`src/hw/tcb_consts.svh`:
```
/* tightly coupled bus geometry constants
   address width, byte lanes, lane width and memory depth */
`ifndef TCB_CONSTS_SVH
`define TCB_CONSTS_SVH

////////////////////
// bus geometry
////////////////////

// byte address width
`define TCB_ADR_W 12
// number of byte lanes
`define TCB_BEN 4
// bits per lane
`define TCB_UNT 8

// derived widths
`define TCB_DAT_W (`TCB_BEN*`TCB_UNT)
// low address bits selecting a lane
`define TCB_LO_W ($clog2(`TCB_BEN))
// word index width
`define TCB_WRD_W (`TCB_ADR_W-`TCB_LO_W)

// memory depth in words, covers the whole address space
`define TCB_MEM_WORDS 1024

`endif

```
`src/hw/tcb_bus_pkg.sv`:
```
/* reference mode bus types
   request and response as seen by the manager */
`default_nettype none

`include "tcb_consts.svh"

package tcb_bus_pkg;

  ////////////////////
  // transfer size
  ////////////////////

  // bytes = 2**code, code 3 is not a legal size
  typedef logic [1:0] tcb_siz_t;

  ////////////////////
  // request
  ////////////////////

  typedef struct packed {
    // write enable
    logic                  wen;
    // endianness, 1 for big endian
    logic                  ndn;
    tcb_siz_t              siz;
    // byte address
    logic [`TCB_ADR_W-1:0] adr;
    // write data, right aligned
    logic [`TCB_DAT_W-1:0] wdt;
  } tcb_req_t;

  ////////////////////
  // response
  ////////////////////

  typedef struct packed {
    // read data, right aligned
    logic [`TCB_DAT_W-1:0] rdt;
    // error status
    logic                  sts;
  } tcb_rsp_t;

endpackage

`default_nettype wire

```
`src/hw/tcb_mem_pkg.sv`:
```
/* memory side types
   lane request to the memory and the transfer context for the response */
`default_nettype none

`include "tcb_consts.svh"

package tcb_mem_pkg;
  import tcb_bus_pkg::*;

  // data as byte lanes, lane 0 in the low byte
  typedef logic [`TCB_BEN-1:0][`TCB_UNT-1:0] mem_dat_t;

  ////////////////////
  // memory request
  ////////////////////

  typedef struct packed {
    logic                  wen;
    // word index
    logic [`TCB_WRD_W-1:0] adr;
    // per lane write enables
    logic [`TCB_BEN-1:0]   ben;
    mem_dat_t              wdt;
  } mem_req_t;

  ////////////////////
  // transfer context
  ////////////////////

  // kept for one cycle, read data steering and status
  typedef struct packed {
    logic                 wen;
    logic                 ndn;
    tcb_siz_t             siz;
    // address modulo lanes
    logic [`TCB_LO_W-1:0] lo;
    // misaligned
    logic                 mal;
  } tcb_ctx_t;

endpackage

`default_nettype wire

```
`src/hw/tcb_req_steer.sv`:
```
/* request steering, reference mode to memory mode
   alignment check, write lanes, byte enables and the response context */
`timescale 1ns/1ns
`default_nettype none

`include "tcb_consts.svh"

module tcb_req_steer
  import tcb_bus_pkg::*;
  import tcb_mem_pkg::*;
(
  input  logic     clk,
  input  logic     arst_n,
  // reference side request
  input  logic     vld,
  input  tcb_req_t req,
  // memory side request
  output logic     mem_vld,
  output mem_req_t mem_req,
  // context for the response stage
  output logic     ctx_vld,
  output tcb_ctx_t ctx
);

  // low address bits
  logic [`TCB_LO_W-1:0] lo;
  // transfer size in bytes, zero for code 3
  logic [`TCB_LO_W:0]   siz_n;
  logic                 mal;
  // right aligned write bytes
  mem_dat_t             wdt_b;

  assign lo    = req.adr[`TCB_LO_W-1:0];
  assign siz_n = (`TCB_LO_W+1)'(1) << req.siz;
  assign wdt_b = req.wdt;

  ////////////////////
  // alignment
  ////////////////////

  // same decode for reads and writes
  always_comb begin
    case (req.siz)
      2'd0:    mal = 1'b0;
      2'd1:    mal = lo[0];
      2'd2:    mal = |lo;
      // illegal size
      default: mal = 1'b1;
    endcase
  end

  ////////////////////
  // write lanes
  ////////////////////

  for (genvar i = 0; i < `TCB_BEN; i++) begin : g_lane
    // right aligned byte landing in lane i
    logic [`TCB_LO_W-1:0] sel;

    always_comb begin
      if (req.ndn) begin
        // big endian, byte k goes to lane lo+s-1-k
        sel = `TCB_LO_W'(lo + siz_n - 1 - i);
      end else begin
        // little endian, byte k goes to lane lo+k
        sel = `TCB_LO_W'(i - lo);
      end
    end

    assign mem_req.wdt[i] = wdt_b[sel];
    // only bytes below the size, nothing on misalignment
    assign mem_req.ben[i] = ~mal & ({1'b0, sel} < siz_n);
  end

  // no back-pressure, memory takes every request
  assign mem_vld     = vld;
  assign mem_req.wen = req.wen;
  // word index from the byte address
  assign mem_req.adr = req.adr[`TCB_ADR_W-1:`TCB_LO_W];

  ////////////////////
  // context
  ////////////////////

  // one response per request, next cycle
  always_ff @(posedge clk or negedge arst_n) begin
    if (!arst_n) begin
      ctx_vld <= 1'b0;
    end else begin
      ctx_vld <= vld;
    end
  end

  // payload, loaded with each request
  always_ff @(posedge clk) begin
    if (vld) begin
      ctx.wen <= req.wen;
      ctx.ndn <= req.ndn;
      ctx.siz <= req.siz;
      ctx.lo  <= lo;
      ctx.mal <= mal;
    end
  end

endmodule

`default_nettype wire

```
`config.mk`:
```
export PLATFORM = sky130hd
export DESIGN_NAME = tcb_req_steer
export DESIGN_NICKNAME = d
export VERILOG_FILES = /design/src/hw/tcb_bus_pkg.sv /design/src/hw/tcb_mem_pkg.sv /design/src/hw/tcb_req_steer.sv
export VERILOG_INCLUDE_DIRS = /design/src /design/src/hw
export SDC_FILE = /design/constraint.sdc
export NUM_CORES = 1
export LEC_CHECK = 0
export ABC_AREA = 1
export BUFFER_PORTS_ARGS = -buffer_cell sky130_fd_sc_hd__buf_2
export CAP_MARGIN = 0
export CORE_ASPECT_RATIO = 0.8
export CORE_MARGIN = 1.5
export CORE_UTILIZATION = 40
export DETAILED_ROUTE_END_ITERATION = 8
export PLACE_DENSITY = 0.78
export SLEW_MARGIN = 10
export SYNTH_ARGS = -nofsm -noshare
export SYNTH_HDL_FRONTEND = slang
export SYNTH_SLANG_ARGS = --single-unit
```
`constraint.sdc`:
```
create_clock -name clk -period 4.1 [get_ports clk]
set_clock_uncertainty 0.1 [all_clocks]
set_input_delay 0.205 -clock clk [delete_from_list [all_inputs] [get_ports clk]]
set_output_delay 0.205 -clock clk [all_outputs]
set_load 0.01 [all_outputs]
```
# Word-level counts from Yosys, hierarchy flattened
# Cells that the tools add are included.
# totals
out_inout_bits	56
ff_bits	8
in_bits	51
# op_classes
eq_ne	2
addsub	9
bitwise	5
shifts	1
order_cmp	8
n_mux	13
n_reduce_logical	2
# ops
operator	count
$bmux W8 S2	4
$mux W8	4
$lt A2 B3 Y1	4
$lt A2 B3 Y1 const B	4
$mux W2	4
$sub A2 B1 Y2 const B	3
$and A1 B1 Y1	4
$sub A1 B2 Y2 const A	2
$sub A2 B2 Y2 const A	2
$pmux W1 S3	1
$shl A1 B2 Y3 const A	1
$add A2 B2 Y2	1
$eq A2 B1 Y1 const B	1
$eq A2 B2 Y1 const B	1
$logic_not A2 Y1	1
$reduce_or A2 Y1	1
$sub A2 B2 Y2 const B	1
$not A1 Y1	1

# Depth between registers and ports, before layout
# logic_depth
ltp_word	7
depth_mapped	16
mapped_depth_nobuf	15

# Worst setup path after synthesis
# OpenSTA, ideal clock, no wires.
# synth_path
kind	input to output
start	input req[45] (netlist bit)
end	output mem_req[32] (netlist bit)
path_buffers	1
path_slack_ps	1991
required_time_ps	3795
path_stages	14
t_arrival_ps	1804
cell_sequence	inv_2 -> nand2_1 -> ha_1 -> nand2_1 -> nand2_1 -> nand2_2 -> nand3_1 -> nand2_2 -> inv_2 -> buf_6 -> ha_1 -> a21oi_1 -> nor2_1 -> nor2_1
# synth_lines
item	line	source
start: declaration	tcb_req_steer.sv:16	input tcb_req_t req,
end: declaration	tcb_req_steer.sv:19	output mem_req_t mem_req,

==> results.ini <==
[outcome]
status = finished clean

[logic_synthesis]
ys_seq_elements = 8
synth_area_um2 = 1570
synth_xor_area_share_pct = 0
synth_edf_count = 7
synth_top_area_share_pct = 43.3
synth-simple-area-share_pct = 61.3
avgSynthCellArea_um2 = 5.56
synth.area.top_cells = nand2_1 43%, edfxtp_1 13%, buf_4 7.2%, nand4_1 6.4%, ha_1 4.8%
synth.largest_area_cell = nand2_1
ys.flop_type = edfxtp_1
syn_inst = 282
yosysWarnings = 0
synth.most_common_cell = nand2_1
synth_common_cells = 181 x nand2_1, 16 x nand4_1, 15 x buf_4, 10 x inv_1, 8 x nand2_2
async_flop_share_pct = 12.5
ys_types = 21
yosysSeqAreaShare_pct = 15.0
synth_fp_nets = 339
synth_fa_ha_area_share_pct = 4.79
muxShareOfSynthArea_pct = 0
synth_top_family_by_area = simple AND/OR/NAND/NOR gates
synth_compound_area_share_pct = 2.39

[timing]
finalHoldViolations = 0
whs_ps = 75.6
period_minus_slack_ps = 2560
fin_crit_sh_pct = 62.4
slew_headroom_pct = 21.4
timing.fmax_mhz = 391
setup_viol = 0
rsz0062_at_grt = no
fin_setup_tns_ps = 0
final_max_slew_viol_count = 0
worstMarginPinSlew_ps = 1180

[clock_network]
cts_max_level = 1
clkTransAtPathRegs_ps = 40
cts_root_buf = clkbuf_8
cts-resized-gates = 0
clock-sinks = 8
cts_buffers = 3
cts_tree = done
ctsLongestPathBuffers = 2
post_cts_buffers = 0

[finish]
layout-drive-gt1-share_pct = 31.3
syn_to_final_growth_pct = 22.4
antenna_cells = 0
stdcell_area_um2 = 1920
final_nets = 406

[die]
io_pins = 107
die-area_um2 = 4310
initial_utilization_pct = 41.5
die_x_um = 73.0
fp.dieH_um = 59.0
core_area_um2 = 3780
num_rows = 20

[global_routing]
first_global_vias = 1473
grt_pass1_wl_mm = 6.59
antenna_found_initial = 0
grt_max_degree = 34
grtUsageTotal_pct = 19.5
grt_overflow = 0

[power]
power.switching_w = 0.000233
p_sw_share_pct = 45.2
seqPwrFrac_pct = 18.9
combPwrFrac_pct = 62.1
p_int_w = 0.000282
p_leak_nw = 1.24
p_clk_share_pct = 19.0
max-vdd-ir-drop_mv = 0.116
power_density_nw_per_um2 = 268

[setup_path]
path_buf_inv = 5
crit_type = in2out
cp_cell_sequence = buf_2, inv_2, nand2_1, ha_1, inv_1, nand2_2, nand2_1, nand2_2, nand3_1, nand2_2, inv_2, ha_1, a21oi_1, nor2_1, nor2_1, buf_2
cp-end-kind = output pin
critPathTopFamily = buffers and inverters
crit_fanout = 18
arrival_ps = 2250
cp_common_cell = nand2_2
required_ps = 3800
start_kind = input pin
max_stage_delay_ps = 290
critPathSlowestCell = inv_2

[placed_design]
place_congestion = 0.802
hpwl_mm = 3.35
placed_area_um2 = 1860
port_buffers = 86

[detailed_routing]
dr.pass1.iters = 4
drt_iter0_markers = 144
antenna_left = 0
vias_per_cell = 4.70
drc = 0
drt-total-wl_mm = 4.38
wl_per_cell_um = 10.9
vias = 1896

[hold_path]
min-delay-start = req[47]
hp-class = in2reg
whs_path_depth = 1
min_to = ctx[6]$_DFFE_PP_

[job]
cap_violations = 0

power groups by stage:
stage	clock, W	combinational, W	sequential, W
after floorplan	0	0.000222	0.000103
after global placement	0	0.000310	0.0000983
after detailed placement	0	0.000314	0.0000986
after CTS	0.0000997	0.000317	0.0000974
after global routing	0.000105	0.000357	0.0000980
final	0.0000978	0.000319	0.0000972
sequential cells by signal, summed over array words and instances, names as in the netlist:
name     flops
ctx_vld      1
ctx          7
routing by layer:
| layer | track usage (%) | up-vias | wire length [µm] |
|---|---|---|---|
| met5 | 0 | - | 0 |
| met4 | 4.85 | 0 | 29 |
| met3 | 3.74 | 6 | 282 |
| met2 | 29.6 | 57 | 1950 |
| met1 | 28.3 | 828 | 2120 |
| li1 | - | 1005 | - |
cells by family (layout without fill, tap and decap cells):
| kind of cell | after synthesis | count (layout) |
|---|---|---|
| AO/OA/AOI/OAI | 6 | 6 |
| adder cells (fa/ha/maj) | 6 | 6 |
| buffers and inverters | 38 | 104 |
| flip-flops | 8 | 8 |
| AND/OR/NAND/NOR | 224 | 224 |
timing repair:
action                                  CTS  global route
hold buffers                              1             0
hold endpoints to repair                  1             0
endpoints found under the setup margin    0             0
worst max path at each step:
stage	start	to	depth (start not counted)
after floorplan	req[45]	mem_req[32]	14
after global placement	req[45]	mem_req[32]	16
after detailed placement	req[44]	mem_req[32]	16
after CTS	req[45]	mem_req[32]	16
after global routing	req[44]	mem_req[32]	16
final	req[45]	mem_req[32]	16
through the flow:
step	util [%]	std cells	setup WS, ps	total power [W]
final	50.8	403	1540	0.000514
after global routing	50.8	403	1290	0.000560
after CTS	50.6	403	1550	0.000514
after detailed placement	49.1	398	1550	0.000413
after global placement	49.1	398	1640	0.000409
after floorplan	-	282	1990	0.000325
cell type report:
class / instances / area (µm²)
Fill cell: 391 / 1860
Clock buffer: 4 / 45.0
Tap cell: 55 / 68.8
Timing Repair Buffer: 87 / 440
Sequential cell: 8 / 235
Inverter: 13 / 48.8
Multi-Input combinational cell: 236 / 1080
placed cells by master (no fill, tap or decap), types with 3 or more instances in the layout:
cell type / count
nand2_1: 181
buf_2: 86
nand3_1: 5
nand2_2: 8
clkbuf_8: 3
ha_1: 6
nand4_1: 16
inv_1: 10
nor2_1: 7
edfxtp_1: 7
inv_2: 3
No activity file was read; power rests on OpenSTA's default activity.
