<file path="src/hw/tcb_consts.svh">
/* tightly coupled bus geometry constants
   address width, byte lanes, lane width and memory depth */
`ifndef TCB_CONSTS_SVH
`define TCB_CONSTS_SVH

////////////////////
// bus geometry
////////////////////

// byte address width
`define TCB_ADR_W 12
// number of byte lanes
`define TCB_BEN 4
// bits per lane
`define TCB_UNT 8

// derived widths
`define TCB_DAT_W (`TCB_BEN*`TCB_UNT)
// low address bits selecting a lane
`define TCB_LO_W ($clog2(`TCB_BEN))
// word index width
`define TCB_WRD_W (`TCB_ADR_W-`TCB_LO_W)

// memory depth in words, covers the whole address space
`define TCB_MEM_WORDS 1024

`endif

</file>
<file path="src/hw/tcb_bus_pkg.sv">
/* reference mode bus types
   request and response as seen by the manager */
`default_nettype none

`include "tcb_consts.svh"

package tcb_bus_pkg;

  ////////////////////
  // transfer size
  ////////////////////

  // bytes = 2**code, code 3 is not a legal size
  typedef logic [1:0] tcb_siz_t;

  ////////////////////
  // request
  ////////////////////

  typedef struct packed {
    // write enable
    logic                  wen;
    // endianness, 1 for big endian
    logic                  ndn;
    tcb_siz_t              siz;
    // byte address
    logic [`TCB_ADR_W-1:0] adr;
    // write data, right aligned
    logic [`TCB_DAT_W-1:0] wdt;
  } tcb_req_t;

  ////////////////////
  // response
  ////////////////////

  typedef struct packed {
    // read data, right aligned
    logic [`TCB_DAT_W-1:0] rdt;
    // error status
    logic                  sts;
  } tcb_rsp_t;

endpackage

`default_nettype wire

</file>
<file path="src/hw/tcb_mem_pkg.sv">
/* memory side types
   lane request to the memory and the transfer context for the response */
`default_nettype none

`include "tcb_consts.svh"

package tcb_mem_pkg;
  import tcb_bus_pkg::*;

  // data as byte lanes, lane 0 in the low byte
  typedef logic [`TCB_BEN-1:0][`TCB_UNT-1:0] mem_dat_t;

  ////////////////////
  // memory request
  ////////////////////

  typedef struct packed {
    logic                  wen;
    // word index
    logic [`TCB_WRD_W-1:0] adr;
    // per lane write enables
    logic [`TCB_BEN-1:0]   ben;
    mem_dat_t              wdt;
  } mem_req_t;

  ////////////////////
  // transfer context
  ////////////////////

  // kept for one cycle, read data steering and status
  typedef struct packed {
    logic                 wen;
    logic                 ndn;
    tcb_siz_t             siz;
    // address modulo lanes
    logic [`TCB_LO_W-1:0] lo;
    // misaligned
    logic                 mal;
  } tcb_ctx_t;

endpackage

`default_nettype wire

</file>
<file path="src/hw/tcb_rsp_steer.sv">
/* response steering, memory lanes back to reference mode
   right aligned read data, zero fill and error status */
`timescale 1ns/1ns
`default_nettype none

`include "tcb_consts.svh"

module tcb_rsp_steer
  import tcb_bus_pkg::*;
  import tcb_mem_pkg::*;
(
  // registered transfer context
  input  logic     ctx_vld,
  input  tcb_ctx_t ctx,
  // memory read lanes
  input  mem_dat_t rdt,
  // reference side response
  output logic     rsp_vld,
  output tcb_rsp_t rsp
);

  // transfer size in bytes, zero for code 3
  logic [`TCB_LO_W:0] siz_n;
  // right aligned read bytes
  mem_dat_t           rdt_b;

  assign siz_n = (`TCB_LO_W+1)'(1) << ctx.siz;

  ////////////////////
  // read lanes
  ////////////////////

  for (genvar k = 0; k < `TCB_BEN; k++) begin : g_byte
    // lane holding right aligned byte k
    logic [`TCB_LO_W-1:0] sel;

    always_comb begin
      if (ctx.ndn) begin
        // big endian, lane lo+s-1-k
        sel = `TCB_LO_W'(ctx.lo + siz_n - 1 - k);
      end else begin
        // little endian, lane lo+k
        sel = `TCB_LO_W'(ctx.lo + k);
      end
    end

    // bytes above the size read as zero
    always_comb begin
      if ((`TCB_LO_W+1)'(k) < siz_n) begin
        rdt_b[k] = rdt[sel];
      end else begin
        rdt_b[k] = '0;
      end
    end
  end

  ////////////////////
  // response
  ////////////////////

  // fixed latency, response follows the context
  assign rsp_vld = ctx_vld;

  always_comb begin
    // writes and misaligned transfers return no data
    if (ctx.wen || ctx.mal) begin
      rsp.rdt = '0;
    end else begin
      rsp.rdt = rdt_b;
    end
    // error only on misalignment
    rsp.sts = ctx.mal;
  end

endmodule

`default_nettype wire

</file>
<file path="config.mk">
export PLATFORM = sky130hd
export DESIGN_NAME = tcb_rsp_steer
export DESIGN_NICKNAME = d
export VERILOG_FILES = /design/src/hw/tcb_bus_pkg.sv /design/src/hw/tcb_mem_pkg.sv /design/src/hw/tcb_rsp_steer.sv
export VERILOG_INCLUDE_DIRS = /design/src /design/src/hw
export SDC_FILE = /design/constraint.sdc
export NUM_CORES = 1
export LEC_CHECK = 0
export BUFFER_PORTS_ARGS = -buffer_cell sky130_fd_sc_hd__buf_2
export CORE_ASPECT_RATIO = 0.6
export CORE_MARGIN = 3
export CORE_UTILIZATION = 49
export DETAILED_ROUTE_END_ITERATION = 8
export PLACE_DENSITY = 0.89
export SYNTH_ARGS = -nofsm -noshare
export SYNTH_HDL_FRONTEND = slang
export SYNTH_SLANG_ARGS = --single-unit
</file>
<file path="constraint.sdc">
create_clock -name vclk -period 2.35
set_clock_uncertainty 0.05 [all_clocks]
set_input_delay 0.235 -clock vclk [all_inputs]
set_output_delay 0.235 -clock vclk [all_outputs]
set_load 0.005 [all_outputs]
</file>
After elaboration in Yosys (flattened, before gate mapping). Cells that the tools add are included.

Reductions and logical operators: 1. Mux-type cells: 17. Add/subtract/negate cells: 8. Shifts and indexed selects: 1. Magnitude comparators: 8.

Operators with widths (count): $bmux 8 s2 (4); $mux 8 (8); $mux 32 (1); $lt 2x3->1 const B (4); $mux 2 (4); $lt 1x3->1 const A (2); $lt 2x3->1 const A (2); $sub 2x1->2 const B (3); $add 2x2->2 const B (2); $shl 1x2->3 const A (1); $add 2x1->2 const B (1); $add 2x2->2 (1); $sub 2x2->2 const B (1); $logic_or 1x1->1 (1).

Word-level logic and storage cells: 35. Bits in registers: 0. Input bits: 40. Output and inout port bits: 34.

Logic depth before layout (Yosys ltp). Gate-level depths: netlist of the first run.

Word-level depth: 9. Gate-level depth with buffers: 10. Mapped depth without buffers: 8.

Worst setup path before layout of the first run. OpenSTA, ideal clock, no wires.

Path kind: input to output. From: input port ctx[3] in the netlist's numbering. To: output port rsp[25] in the netlist's numbering. Slack: 0.179 ns. Path buffers: 0. Arrival time: 1.886 ns. Data required time: 2.065 ns. Stages: 8. Path through: inv_1 > ha_1 > inv_1 > ha_1 > xnor3_1 > o21a_1 > xnor2_4 > mux2i_1.

RTL lines: start: declaration (line tcb_rsp_steer.sv:14) `input tcb_ctx_t ctx,`; end: declaration (line tcb_rsp_steer.sv:19) `output tcb_rsp_t rsp`.

==> results.py, run 1 <==
metrics = {
    "die": {
        "io_pins": 74,
        "dieArea_um2": 3627,
        "num_rows": 14,
        "initial_core_util_pct": 54.12,
        "fp.dieW_um": 75.78,
        "core_area_um2": 2645,
        "die_h_um": 47.87,
    },
    "synth": {
        "yosys.area_share.xor_xnor_pct": 7.955,
        "synthAdderAreaFrac_pct": 5.245,
        "avgSynthCellArea_um2": 7.303,
        "ys_seq_area_share_pct": 0,
        "synth_nets": 242,
        "synth_compound_area_share_pct": 48.69,
        "netlist_area_um2": 1431,
        "synthCells": 196,
        "synth.distinct_cells": 29,
        "synth_top_family_by_area": "compound AO/OA/AOI/OAI gates",
        "synth-warning-count": 0,
        "synthMuxAreaShare_pct": 11.19,
        "yosys.area_share.simple_pct": 18.71,
    },
    "sta": {
        "rsz0062_at_grt": "yes",
        "whs_ps": 420.0,
        "worst_pin_slew_ps": 483.1,
        "finalHoldViolCount": 0,
        "setup_tns_ps": -208.9,
        "slew_viol_final": 0,
        "max_freq_ghz": 0.4133,
        "max_slew_margin_pct": 67.80,
        "worst_slack_ps": -69.65,
        "min_period_ps": 2420,
        "setup_viol": 7,
        "period_share_pct": 103.0,
    },
    "setup_path": {
        "required_ps": 2070,
        "startpoint_type": "input pin",
        "criticalPathCategory": "in -> out",
        "cp_slowest_cell": "or2_1",
        "crit_path_frequent_cell": "ha_4",
        "crit_buf_inv": 5,
        "crit_fanout": 11,
        "end_kind": "output pin",
        "max_stage_delay_ps": 290,
        "startpoint": "ctx[4]",
        "path_cells": "buf_8 -> inv_6 -> ha_4 -> inv_4 -> ha_4 -> xor2_2 -> a21boi_4 -> or2_1 -> buf_4 -> a211oi_1 -> buf_2",
        "crit_family": "buffers and inverters",
        "arrival_ps": 2130,
    },
    "routing": {
        "wl_um": 6283,
        "wl_per_cell_um": 20.14,
        "ant_nets": 0,
        "via_per_inst": 6.599,
        "first_pass_iters": 5,
        "drcViolationCount": 0,
        "vias": 2059,
        "drt_iter0_markers": 334,
    },
    "place": {
        "pre_cts_ws_ps": -178.2,
        "routabilityCongestion": 0.8610,
        "hpwl_um": 4108,
        "io_buffers": 72,
        "place_inst": 309,
        "place_area_um2": 1946,
    },
    "power": {
        "cellLeakagePower_nw": 1.033,
        "switching_share_pct": 52.79,
        "combPwrFrac_pct": 100.0,
        "p_switching_w": 0.0002890,
        "p_per_area_nw_per_um2": 250.4,
        "irDropWorstVdd_mv": 0.1527,
        "p_clk_share_pct": 0,
        "p_int_w": 0.0002584,
        "pwr-share-seq_pct": 0,
    },
    "global_routing": {
        "track_usage_pct": 28.20,
        "gr-usage-met2_pct": 39.63,
        "grt_max_degree": 52,
        "grtUsageMet1_pct": 44.78,
        "grt_busiest_layer": "met1",
        "use_met3_pct": 5.031,
        "grt_pass1_vias": 1513,
        "overflow": 0,
        "grt_pass1_wl_um": 7700,
        "antenna_found_initial": 0,
    },
    "worst_hold_path": {
        "min-delay-start": "ctx_vld",
        "hold_path.class": "in -> out",
    },
    "finish": {
        "finalNetCount": 320,
        "n_sequential_cell": 0,
        "instances_no_fill": 312,
        "areaGrowthSynthToFinish_pct": 52.71,
        "n_antenna_cell": 0,
        "seqCellArea_um2": 0,
        "final_area_um2": 2186,
        "mostFrequentLayoutCells": "buf_2 (70), and3_1 (32), o21ai_0 (32)",
        "layout_commonest_cell": "buf_2",
        "drive_gt1_share_pct": 51.10,
        "nClkBuffers": 0,
    },
    "run_status": {
        "status": "finished with violations",
        "violations": "setup timing",
    },
    "clocking": {
        "ctsHoldBuffers": 0,
    },
    "flow_run": {
        "maxCapViolCount": 0,
    },
}
[cells in the mapped netlist]
cell | instances | share of area, %
o21a_1 | 2 | 1.0
buf_1 | 1 | 0.26
or3_1 | 1 | 0.44
a211oi_1 | 6 | 3.1
ha_1 | 6 | 5.2
clkbuf_1 | 13 | 3.4
inv_1 | 5 | 1.3
buf_6 | 1 | 0.79
mux2i_1 | 16 | 11
buf_4 | 2 | 1.0
a21oi_1 | 16 | 5.6
nand2b_1 | 3 | 1.3
nor3b_2 | 1 | 0.87
a2111oi_0 | 16 | 9.8
a21boi_0 | 16 | 8.4
xor2_2 | 1 | 1.1
xor2_1 | 1 | 0.61
o21ai_0 | 32 | 11
buf_2 | 4 | 1.4
xnor3_1 | 2 | 3.1
nand2_1 | 2 | 0.52
xnor2_2 | 1 | 1.1
nor2_1 | 1 | 0.26
xnor2_4 | 1 | 1.9
a211oi_2 | 10 | 8.7
and3_1 | 32 | 14
and2_0 | 2 | 0.87
a21boi_2 | 1 | 0.79
or2_1 | 1 | 0.44
[through the flow]
stage	total power, W	util, %
after CTS	0.0004878	79.14
after floorplan	0.0002697	-
after global routing	0.0005754	82.64
after global placement	0.0004230	73.56
after detailed placement	0.0004322	73.56
final	0.0005474	82.64
[final cells by class]
| type | instances | area [um2] |
|---|---|---|
| fill | 174 | 459.2 |
| inverter | 5 | 31.28 |
| tap | 40 | 50.05 |
| timing repair buffer | 97 | 624.3 |
| multi-input combinational | 170 | 1480 |
[worst paths after layout]
| check | depth (start not counted) | to |
|---|---|---|
| min | 0 | rsp_vld |
| max | 11 | rsp[17] |
[cell families after synthesis]
| family | Yosys count |
|---|---|
| compound gates | 99 |
| xor+xnor | 6 |
| fa+ha+maj | 6 |
| buf+inv | 26 |
| mux | 16 |
| simple gates | 43 |
[metal layers]
layer  vias to the layer above  part of all wire, %
met3                        17                   14
met4                         0                  1.8
met5                         -                    0
met1                       948                   42
li1                        928                    -
met2                       166                   42
[power groups by stage]
stage | clock network, W | logic (W) | registers [W]
detailed placement | 0 | 0.000432 | 0
CTS | 0 | 0.000488 | 0
global route | 0 | 0.000575 | 0
finish | 0 | 0.000547 | 0
floorplan | 0 | 0.000270 | 0
global placement | 0 | 0.000423 | 0
[what timing repair did]
item	in CTS	in global routing
setup buffers	2	1
pin swaps	7	5
gates cloned	0	0
resized for setup	36	23
endpoints found under the setup margin	30	32
Note: power is estimated with default switching activity, not from simulation.
==> run 2, diff against run 1 <==
Settings changed: CELL_PAD_IN_SITES_DETAIL_PLACEMENT set to 0, CELL_PAD_IN_SITES_GLOBAL_PLACEMENT set to 2, CORE_UTILIZATION 49 to 22, PLACE_DENSITY 0.89 to 0.82.
Clock period 2.35 ns to 2 ns, I/O delays scaled along.
==> results.py, run 2 (synthesized netlist as in run 1, its figures left out) <==
metrics = {
    "die": {
        "initial_core_util_pct": 23.11,
        "io_pins": 74,
        "fp.dieW_um": 110.1,
        "core_area_um2": 6193,
        "dieArea_um2": 7542,
        "die_h_um": 68.48,
        "num_rows": 22,
    },
    "setup_path": {
        "path_depth": 11,
        "criticalPathCategory": "in -> out",
        "end_kind": "output pin",
        "max_stage_delay_ps": 390,
        "cp_slowest_cell": "xnor3_1",
        "arrival_ps": 2040,
        "crit_path_frequent_cell": "ha_4",
        "required_ps": 1750,
        "crit_family": "XOR/XNOR gates",
        "startpoint_type": "input pin",
        "crit_fanout": 5,
        "crit_buf_inv": 5,
        "startpoint": "ctx[4]",
        "path_cells": "buf_8 -> inv_6 -> ha_4 -> inv_4 -> ha_4 -> xnor3_1 -> o21a_1 -> xnor2_4 -> buf_12 -> mux2i_1 -> buf_2",
    },
    "flow_run": {
        "maxCapViolCount": 0,
    },
    "place": {
        "routabilityCongestion": 0.9006,
        "place_area_um2": 2121,
        "hpwl_um": 5035,
        "io_buffers": 72,
        "place_inst": 358,
    },
    "global_routing": {
        "grt_max_degree": 51,
        "overflow": 0,
        "grt_pass1_vias": 1895,
        "antenna_found_initial": 0,
        "track_usage_pct": 17.62,
        "grt_pass1_wl_um": 10260,
    },
    "sta": {
        "max_slew_margin_pct": 65.45,
        "min_period_ps": 2290,
        "rsz0062_at_grt": "yes",
        "worst_slack_ps": -289.9,
        "max_freq_ghz": 0.4367,
        "finalHoldViolCount": 0,
        "slew_viol_final": 0,
        "setup_viol": 32,
        "worst_pin_slew_ps": 517.0,
        "period_share_pct": 114.5,
        "setup_tns_ps": -6866,
    },
    "worst_hold_path": {
        "hold_path.class": "in -> out",
        "hold_end": "rsp_vld",
        "min_path_cells": 0,
        "min-delay-start": "ctx_vld",
    },
    "routing": {
        "wl_per_cell_um": 18.55,
        "wl_um": 6845,
        "ant_nets": 0,
        "first_pass_iters": 4,
        "vias": 1950,
        "drcViolationCount": 0,
        "via_per_inst": 5.285,
        "drt_iter0_markers": 120,
    },
    "finish": {
        "n_antenna_cell": 0,
        "layout_commonest_cell": "buf_2",
        "mostFrequentLayoutCells": "buf_2 (70), o21ai_0 (31), and3_1 (30)",
        "instances_no_fill": 369,
        "areaGrowthSynthToFinish_pct": 80.59,
        "final_area_um2": 2585,
        "n_sequential_cell": 0,
        "finalNetCount": 333,
        "seqCellArea_um2": 0,
        "drive_gt1_share_pct": 57.54,
        "nClkBuffers": 0,
    },
    "power": {
        "irDropWorstVdd_mv": 0.09526,
        "cellLeakagePower_nw": 1.153,
        "p_per_area_nw_per_um2": 296.8,
    },
    "run_status": {
        "status": "finished with violations",
        "violations": "setup timing",
    },
    "clocking": {
        "ctsHoldBuffers": 0,
    },
}
[run 2: cell types whose count changed in the layout (fill, tap and decap cells not counted), sizes merged]
cell    change
buf        +12
bufbuf      +1
[run 2: metal layers]
layer | GRT usage (%) | up-vias | routed length, um
met2 | 25.08 | 82 | 2793
met5 | 0 | - | 0
met3 | 2.168 | 4 | 557
met1 | 28.22 | 912 | 3462
li1 | - | 952 | -
met4 | 2.151 | 0 | 31
[run 2: worst max path at each step]
| stage | end | slack, ps |
|---|---|---|
| 5_1_grt | rsp[25] | -360 |
| 4_1_cts | rsp[26] | -270 |
| 3_3_place_gp | rsp[2] | -360 |
| 2_1_floorplan | rsp[25] | 1 |
| 3_5_place_dp | rsp[3] | -390 |
| 6_report | rsp[26] | -290 |
[run 2: layout make-up]
type | count | area, um2
fillers | 655 | 3608
inverters | 5 | 31.28
multi-input cells | 170 | 1625
well taps | 84 | 105.1
repair buffers | 110 | 823.3
[run 2: what timing repair did]
item,4_1_cts,5_1_grt
setup endpoints to repair,32,32
cloned,4,0
setup buffers,8,0
resized for setup,65,4
pin swaps,15,5
[run 2: per-stage QoR]
stage          hold WS, ps  total power, W  util [%]  setup slack, ps
2_1_floorplan        430.8       0.0003344         -            1.286
3_3_place_gp         350.0       0.0005643     34.24           -355.7
3_5_place_dp         350.0       0.0005718     34.24           -388.9
4_1_cts              350.0       0.0007493     41.49           -272.9
5_1_grt              350.0       0.0008205     41.74           -362.2
6_report             350.0       0.0007672     41.74           -289.9
[run 2: report_power, final]
| part | internal (W) | switching [W] | total, W |
|---|---|---|---|
| clock network | 0 | 0 | 0 |
| logic | 0.000392 | 0.000375 | 0.000767 |
| registers | 0 | 0 | 0 |
| total | 0.000392 | 0.000375 | 0.000767 |
